[config.mk]
export PLATFORM = sky130hd
export DESIGN_NAME = alu_top
export DESIGN_NICKNAME = d
export VERILOG_FILES = /design/src/alu_pkg.sv /design/src/alu_adder.sv /design/src/alu_compare.sv /design/src/alu_result_mux.sv /design/src/alu_shifter.sv /design/src/alu_top.sv /design/src/polar_lane.sv /design/src/polar_unit.sv
export SDC_FILE = /design/constraint.sdc
export NUM_CORES = 1
export LEC_CHECK = 0
export ABC_CLOCK_PERIOD_IN_PS = 6800
export BUFFER_PORTS_ARGS = -buffer_cell sky130_fd_sc_hd__buf_2
export CORE_AREA = 2 2 220 222
export DETAILED_ROUTE_END_ITERATION = 10
export DIE_AREA = 0 0 222 224
export GPL_TIMING_DRIVEN = 0
export SLEW_MARGIN = 5
export SYNTH_ARGS = -nofsm -noshare
export SYNTH_HDL_FRONTEND = slang
export SYNTH_SLANG_ARGS = --single-unit
[constraint.sdc]
create_clock -name vclk -period 6.8
set_clock_uncertainty 0.2 [all_clocks]
set_input_delay 0.68 -clock vclk [all_inputs]
set_output_delay 0.68 -clock vclk [all_outputs]
set_load 0.03 [all_outputs]
[src/alu_pkg.sv]
package alu_pkg;

    // Operand width and polar SIMD layout
    localparam int XLEN   = 32;
    localparam int LANE_W = 8;
    localparam int LANES  = XLEN / LANE_W;

    // --------------------------------------
    // Operators
    // --------------------------------------
    typedef enum logic [4:0] {
        // Adder and logic
        ADD,
        SUB,
        ANDL,
        ORL,
        XORL,
        ANDN,
        ORN,
        XNOR,
        // Shifts
        SLL,
        SRL,
        SRA,
        // Set less than
        SLTS,
        SLTU,
        // Branch resolution
        EQ,
        NE,
        LTS,
        LTU,
        GES,
        GEU,
        // Polar per-lane ops
        PL_R,
        PL_F,
        PL_G,
        // Polar cross-lane ops
        PL_VADDREP1,
        PL_VADDREP2,
        PL_VREPSUM
    } alu_op_e;

    // --------------------------------------
    // Operand word views
    // --------------------------------------
    // Lane 0 and half 0 sit in the low bits
    typedef union packed {
        logic [XLEN-1:0]                 word;
        logic [LANES-1:0][LANE_W-1:0]    lane;
        logic [1:0][XLEN/2-1:0]          half;
    } alu_word_u;

endpackage

[src/alu_adder.sv]
`timescale 1ns/1ps

module alu_adder import alu_pkg::*; (
    input  alu_op_e          operator_i,
    input  logic [XLEN-1:0]  operand_a_i,
    input  logic [XLEN-1:0]  operand_b_i,
    output logic [XLEN-1:0]  adder_result_o,
    output logic             adder_zero_o,
    output logic [XLEN-1:0]  operand_b_inv_o
);

    logic            negate_b;
    logic [XLEN:0]   adder_in_a;
    logic [XLEN:0]   adder_in_b;
    logic [XLEN:0]   adder_sum;

    // Subtraction, compares and inverted logic ops use ~B
    always_comb begin
        negate_b = 1'b0;
        case (operator_i)
            SUB, EQ, NE,
            ANDN, ORN, XNOR: negate_b = 1'b1;
            default:         negate_b = 1'b0;
        endcase
    end

    // The extra low bit turns the invert flag into the carry-in
    assign adder_in_a = {operand_a_i, 1'b1};
    assign adder_in_b = {operand_b_i, 1'b0} ^ {(XLEN + 1){negate_b}};

    assign adder_sum = adder_in_a + adder_in_b;

    assign adder_result_o  = adder_sum[XLEN:1];
    assign adder_zero_o    = ~|adder_sum[XLEN:1];
    assign operand_b_inv_o = adder_in_b[XLEN:1];

endmodule

[src/alu_compare.sv]
`timescale 1ns/1ps

module alu_compare import alu_pkg::*; (
    input  alu_op_e          operator_i,
    input  logic [XLEN-1:0]  operand_a_i,
    input  logic [XLEN-1:0]  operand_b_i,
    input  logic             adder_zero_i,
    output logic             less_o,
    output logic             branch_res_o
);

    logic signed_cmp;
    logic less;

    // Signed compare for signed ops, unsigned for the rest
    assign signed_cmp = operator_i inside {SLTS, LTS, GES};

    // One extra sign bit covers both forms
    assign less = $signed({signed_cmp & operand_a_i[XLEN-1], operand_a_i})
                < $signed({signed_cmp & operand_b_i[XLEN-1], operand_b_i});

    assign less_o = less;

    // --------------------------------------
    // Branch resolution
    // --------------------------------------
    always_comb begin
        branch_res_o = 1'b1;
        case (operator_i)
            EQ:       branch_res_o = adder_zero_i;
            NE:       branch_res_o = ~adder_zero_i;
            LTS, LTU: branch_res_o = less;
            GES, GEU: branch_res_o = ~less;
            // Not a branch, taken by default
            default:  branch_res_o = 1'b1;
        endcase
    end

endmodule

[src/alu_result_mux.sv]
`timescale 1ns/1ps

module alu_result_mux import alu_pkg::*; (
    input  alu_op_e          operator_i,
    input  logic [XLEN-1:0]  operand_a_i,
    input  logic [XLEN-1:0]  operand_b_inv_i,
    input  logic [XLEN-1:0]  adder_result_i,
    input  logic [XLEN-1:0]  shift_result_i,
    input  logic [XLEN-1:0]  polar_result_i,
    input  logic             less_i,
    output logic [XLEN-1:0]  result_o
);

    logic [XLEN-1:0] and_result;
    logic [XLEN-1:0] or_result;
    logic [XLEN-1:0] xor_result;

    // --------------------------------------
    // Logic ops
    // --------------------------------------
    // B is already inverted for ANDN, ORN and XNOR
    assign and_result = operand_a_i & operand_b_inv_i;
    assign or_result  = operand_a_i | operand_b_inv_i;
    assign xor_result = operand_a_i ^ operand_b_inv_i;

    // --------------------------------------
    // Result select
    // --------------------------------------
    always_comb begin
        result_o = '0;
        case (operator_i)
            ANDL, ANDN:    result_o = and_result;
            ORL, ORN:      result_o = or_result;
            XORL, XNOR:    result_o = xor_result;

            ADD, SUB:      result_o = adder_result_i;

            SLL, SRL, SRA: result_o = shift_result_i;

            SLTS, SLTU:    result_o = {{(XLEN - 1){1'b0}}, less_i};

            PL_R, PL_F, PL_G,
            PL_VADDREP1, PL_VADDREP2,
            PL_VREPSUM:    result_o = polar_result_i;

            // Branches only produce a flag
            default:       result_o = '0;
        endcase
    end

endmodule

[src/alu_shifter.sv]
`timescale 1ns/1ps

module alu_shifter import alu_pkg::*; (
    input  alu_op_e                    operator_i,
    input  logic [XLEN-1:0]            operand_a_i,
    input  logic [$clog2(XLEN)-1:0]    shamt_i,
    output logic [XLEN-1:0]            shift_result_o
);

    logic            shift_left;
    logic            shift_arith;
    logic [XLEN-1:0] operand_a_rev;
    logic [XLEN-1:0] shift_in;
    logic [XLEN:0]   shift_in_ext;
    logic [XLEN-1:0] shift_right;
    logic [XLEN-1:0] shift_right_rev;

    assign shift_left  = (operator_i == SLL);
    assign shift_arith = (operator_i == SRA);

    // --------------------------------------
    // Left shift as reversed right shift
    // --------------------------------------
    for (genvar k = 0; k < XLEN; k++) begin : gen_rev_in
        assign operand_a_rev[k] = operand_a_i[XLEN-1-k];
    end

    assign shift_in = shift_left ? operand_a_rev : operand_a_i;

    // Sign fill only for SRA, zero fill otherwise
    assign shift_in_ext = {shift_arith & shift_in[XLEN-1], shift_in};
    assign shift_right  = XLEN'($unsigned($signed(shift_in_ext) >>> shamt_i));

    for (genvar k = 0; k < XLEN; k++) begin : gen_rev_out
        assign shift_right_rev[k] = shift_right[XLEN-1-k];
    end

    assign shift_result_o = shift_left ? shift_right_rev : shift_right;

endmodule

[src/alu_top.sv]
`timescale 1ns/1ps

module alu_top import alu_pkg::*; (
    input  alu_op_e          operator_i,
    input  logic [XLEN-1:0]  operand_a_i,
    input  logic [XLEN-1:0]  operand_b_i,
    input  logic [XLEN-1:0]  imm_i,
    output logic [XLEN-1:0]  result_o,
    output logic             branch_res_o
);

    logic [XLEN-1:0] adder_result;
    logic            adder_zero;
    logic [XLEN-1:0] operand_b_inv;
    logic [XLEN-1:0] shift_result;
    logic            less;
    logic [XLEN-1:0] polar_result;

    alu_adder u_alu_adder (
        .operator_i      (operator_i),
        .operand_a_i     (operand_a_i),
        .operand_b_i     (operand_b_i),
        .adder_result_o  (adder_result),
        .adder_zero_o    (adder_zero),
        .operand_b_inv_o (operand_b_inv)
    );

    // Shift amount from the low bits of B
    alu_shifter u_alu_shifter (
        .operator_i      (operator_i),
        .operand_a_i     (operand_a_i),
        .shamt_i         (operand_b_i[$clog2(XLEN)-1:0]),
        .shift_result_o  (shift_result)
    );

    alu_compare u_alu_compare (
        .operator_i      (operator_i),
        .operand_a_i     (operand_a_i),
        .operand_b_i     (operand_b_i),
        .adder_zero_i    (adder_zero),
        .less_o          (less),
        .branch_res_o    (branch_res_o)
    );

    polar_unit u_polar_unit (
        .operator_i      (operator_i),
        .operand_a_i     (operand_a_i),
        .operand_b_i     (operand_b_i),
        .imm_i           (imm_i),
        .polar_result_o  (polar_result)
    );

    alu_result_mux u_alu_result_mux (
        .operator_i      (operator_i),
        .operand_a_i     (operand_a_i),
        .operand_b_inv_i (operand_b_inv),
        .adder_result_i  (adder_result),
        .shift_result_i  (shift_result),
        .polar_result_i  (polar_result),
        .less_i          (less),
        .result_o        (result_o)
    );

endmodule

[src/polar_lane.sv]
`timescale 1ns/1ps

module polar_lane #(
    parameter int LANE_W = 8
) (
    input  logic [LANE_W-1:0]  a_i,
    input  logic [LANE_W-1:0]  b_i,
    input  logic [LANE_W-1:0]  imm_i,
    input  logic               r_flag_i,
    output logic [LANE_W-1:0]  r_o,
    output logic [LANE_W-1:0]  f_o,
    output logic [LANE_W-1:0]  g_o
);

    // Symmetric saturation bound, 127 for a byte lane
    localparam logic signed [LANE_W:0] SAT_POS = (2 ** (LANE_W - 1)) - 1;
    localparam logic signed [LANE_W:0] SAT_NEG = -SAT_POS;

    logic                     a_neg;
    logic                     b_neg;
    logic [LANE_W-1:0]        abs_a;
    logic [LANE_W-1:0]        abs_b;
    logic [LANE_W-1:0]        min_abs;
    logic signed [LANE_W:0]   a_ext;
    logic signed [LANE_W:0]   b_ext;
    logic signed [LANE_W:0]   sum;
    logic signed [LANE_W:0]   diff;
    logic signed [LANE_W:0]   g_raw;

    assign a_neg = a_i[LANE_W-1];
    assign b_neg = b_i[LANE_W-1];

    // R: sign of a, forced to zero by the flag
    assign r_o = r_flag_i ? '0 : LANE_W'(a_neg);

    // --------------------------------------
    // F: smaller magnitude with product sign
    // --------------------------------------
    // Unsigned magnitudes, so -128 maps to 128
    assign abs_a   = a_neg ? -a_i : a_i;
    assign abs_b   = b_neg ? -b_i : b_i;
    assign min_abs = (abs_b < abs_a) ? abs_b : abs_a;
    assign f_o     = (a_neg ^ b_neg) ? -min_abs : min_abs;

    // --------------------------------------
    // G: saturating add or sub
    // --------------------------------------
    assign a_ext = {a_neg, a_i};
    assign b_ext = {b_neg, b_i};
    assign sum   = a_ext + b_ext;
    assign diff  = b_ext - a_ext;
    assign g_raw = (imm_i == '0) ? sum : diff;

    assign g_o = (g_raw > SAT_POS) ? SAT_POS[LANE_W-1:0] :
                 (g_raw < SAT_NEG) ? SAT_NEG[LANE_W-1:0] :
                                     g_raw[LANE_W-1:0];

endmodule

[src/polar_unit.sv]
`timescale 1ns/1ps

module polar_unit import alu_pkg::*; (
    input  alu_op_e          operator_i,
    input  logic [XLEN-1:0]  operand_a_i,
    input  logic [XLEN-1:0]  operand_b_i,
    input  logic [XLEN-1:0]  imm_i,
    output logic [XLEN-1:0]  polar_result_o
);

    localparam int HALF_W = XLEN / 2;

    alu_word_u                     op_a;
    alu_word_u                     op_b;
    alu_word_u                     op_imm;
    alu_word_u                     addrep1;
    alu_word_u                     addrep2;
    alu_word_u                     repsum;
    logic                          r_flag;
    logic [LANES-1:0][LANE_W-1:0]  lane_r;
    logic [LANES-1:0][LANE_W-1:0]  lane_f;
    logic [LANES-1:0][LANE_W-1:0]  lane_g;

    assign op_a.word   = operand_a_i;
    assign op_b.word   = operand_b_i;
    assign op_imm.word = imm_i;

    // Shared by all lanes
    assign r_flag = (op_b.lane[0] == LANE_W'(1));

    for (genvar i = 0; i < LANES; i++) begin : gen_lane
        polar_lane #(
            .LANE_W   (LANE_W)
        ) u_polar_lane (
            .a_i      (op_a.lane[i]),
            .b_i      (op_b.lane[i]),
            .imm_i    (op_imm.lane[i]),
            .r_flag_i (r_flag),
            .r_o      (lane_r[i]),
            .f_o      (lane_f[i]),
            .g_o      (lane_g[i])
        );
    end

    // --------------------------------------
    // Cross-lane ops
    // --------------------------------------
    // Halfword plus sign-extended byte, wrapping at 16 bits
    always_comb begin
        addrep1.half[1] = op_a.half[1] + HALF_W'($signed(op_b.lane[1]));
        addrep1.half[0] = op_a.half[0] + HALF_W'($signed(op_b.lane[0]));
        addrep2.half[1] = op_a.half[1] + HALF_W'($signed(op_b.lane[3]));
        addrep2.half[0] = op_a.half[0] + HALF_W'($signed(op_b.lane[2]));

        // One sign byte per halfword
        repsum.lane[3] = LANE_W'(op_b.half[1][HALF_W-1]);
        repsum.lane[2] = LANE_W'(op_b.half[0][HALF_W-1]);
        repsum.lane[1] = LANE_W'(op_a.half[1][HALF_W-1]);
        repsum.lane[0] = LANE_W'(op_a.half[0][HALF_W-1]);
    end

    always_comb begin
        case (operator_i)
            PL_R:        polar_result_o = lane_r;
            PL_F:        polar_result_o = lane_f;
            PL_G:        polar_result_o = lane_g;
            PL_VADDREP1: polar_result_o = addrep1.word;
            PL_VADDREP2: polar_result_o = addrep2.word;
            PL_VREPSUM:  polar_result_o = repsum.word;
            default:     polar_result_o = '0;
        endcase
    end

endmodule

==> impl_results.md <==
- Number of distinct library cells after synthesis: 84
- Hold buffer count at CTS: 0
- Max cap viols: 0
- Register area share after synthesis: 0%
- Starting Density: 29.8%
- Worst EP arrival: 5.94 ns
- Setup violators final: 1
- Largest cells by area after synthesis: ha_1, xnor2_1, a21oi_1
- Gpl congestion: 1.05
- Drt wl/cell: 26.7 um
- First-pass GRT wire length: 108000 um
- Top cells by count, synth: ha_1, nand2_1, a21oi_1
- Setup ws final: -0.0212 ns
- Synthesized cell area: 14100 sq um
- Relative slew slack: 8.25%
- Total Routing Usage GR: 28.8%
- Total wire length: 74300 um
- 1st-pass router iterations: 6
- Hold_sp: operand_b_i[25]
- Die Area: 49700 sq um
- Vias/cell: 6.29
- IO Pins: 134
- Die W: 222 um
- Avg Inst Size Synth: 6.94 sq um
- Leading area contributor after synthesis: ha_1
- Critical path data required time: 5.92 ns
- Fin crit share: 100%
- Clock buf count: 0
- Chip height: 224 um
- Min-Delay Path Class: in2out
- Detail Placement HPWL: 61300 um
- Final max-slew violation count: 0
- Synth top area share: 18.3%
- Non-Filler Instances: 2786
- Hold Path Sink: result_o[25]
- # rows: 80
- Synthesized Nets: 2348
- ANT nets after route: 0
- Number of global-route vias before repair: 16910
- Failing checks: negative setup slack
- Share of layout cells above drive strength 1: 12.5%
- CP Class: in2out
- Worst Max-Slew Pin Slew: 1.37 ns
- Cell mode on critical path: o21ai_0
- Global route overflow: 0
- Max incr delay on CP: 0.54 ns
- Worst setup EP type: primary output
- DRC violations left: 0
- Status: finished with violations
- Nature of the critical path startpoint: input pin
- Cells after DPL: 2784
- Detailed-route via count: 17521
- Largest net degree at the start of global routing: 21
- Initial drt markers: 1824
- Highest clock rate: 0.147 GHz
- Largest fanout on the critical path: 10
- Tmin final: 6.82 ns
- Buffers on Ports: 133
- Count leader, synth: ha_1
- Unrepaired setup endpoints after global routing: yes
- Cell count after synthesis: 2035
- Register area: 0 sq um
- YS warnings: 0
- Worst path slowest cell: o21ai_0
- Initial antenna violation count: 3
- Total Nets Final: 2485
- Crit-path cells: buf_2 -> buf_2 -> nand3b_1 -> nor2_4 -> nand2_1 -> clkbuf_2 -> clkbuf_1 -> o21ai_0 -> ha_1 -> nor2b_1 -> o21ai_0 -> a21oi_1 -> o21ai_0 -> a21oi_1 -> nand4_1 -> and3b_1 -> xor2_1 -> o22ai_1 -> nor4_2 -> o21ai_0 -> buf_2
- Placeable core region: 47300 sq um
- Area grow syn2layout: 12.1%
- Worst Hold Depth: 5
- FFs & Latches: 0
- Hold Fails Final Rpt: 0
## stage by stage
| stage | setup TNS, ns | util, % | setup slack [ns] | hold WS, ns | instance area, sq um |
|---|---|---|---|---|---|
| after detailed placement | -15.49 | 32.9 | -1.55 | 1.92 | 15600 |
| after global routing | -0.136 | 33.4 | -0.0775 | 1.98 | 15800 |
| after CTS | -0.118 | 33.1 | -0.118 | 1.93 | 15700 |
| final | -0.0212 | 33.4 | -0.0212 | 1.93 | 15800 |
| after floorplan | 0 | - | 0.486 | 1.57 | 14100 |
| after global placement | -15.39 | 32.8 | -1.57 | 1.92 | 15500 |
## worst max-delay path: cells and delay by family
family | cells | cell delay, ns
simple gates | 7 | 1.61
buf+inv | 5 | 1.17
fa+ha+maj | 1 | 0.37
xor+xnor | 1 | 0.20
compound gates | 7 | 1.90
## placed cells by master, fill, tap and decap left out, types with 57 or more instances in the layout
master and n:
nand2_1 204, ha_1 204, a21oi_1 163, xnor2_1 151, buf_2 146, nor2_1 143, inv_1 142, o21ai_0 125
mux2i_1 78, clkbuf_1 66, nor3_1 57
## routing by layer
metal / routed length, um / vias up / track usage, % / share of wire [%]
li1: - / 7785 / - / -
met4: 4260 / 4 / 14.2 / 5.7
met5: 29 / - / 0 / 0.039
met3: 7010 / 213 / 4.39 / 9.4
met1: 30200 / 8500 / 37.0 / 41
met2: 32800 / 1019 / 46.9 / 44
## worst max-delay path by stage
stage	start	endpoint	slack (ns)	cells past startpoint
4_1_cts	operator_i[3]	branch_res_o	-0.12	23
3_5_place_dp	operator_i[0]	branch_res_o	-1.55	22
5_1_grt	operand_b_i[2]	branch_res_o	-0.08	18
6_report	operator_i[3]	result_o[10]	-0.02	21
3_3_place_gp	operator_i[0]	branch_res_o	-1.57	22
2_1_floorplan	operator_i[3]	branch_res_o	0.49	21
## area by class of cell
class	count	area, sq um
multi-input combinational	1781	13300
tap	615	769
buffer	100	452
timing repair buffer	141	729
fill	5211	31500
antenna	1	2.50
inverter	148	559
## logic make-up after synthesis
logic type                 after synthesis  share of synthesized area, %
xor gates and xnor gates               189                          11.7
AOI/OAI and AO/OA                      610                          28.4
adders and majority gates              213                          19.2
buffers and inverters                  254                          6.92
and+or+nand+nor                        650                          22.3
muxes                                  119                          11.4
## what timing repair did
item / in CTS / in global routing
pin swaps: 3 / 4
endpoints found under the setup margin: 30 / 14
gates resized for setup: 33 / 42
buffers inserted: 0 / 7
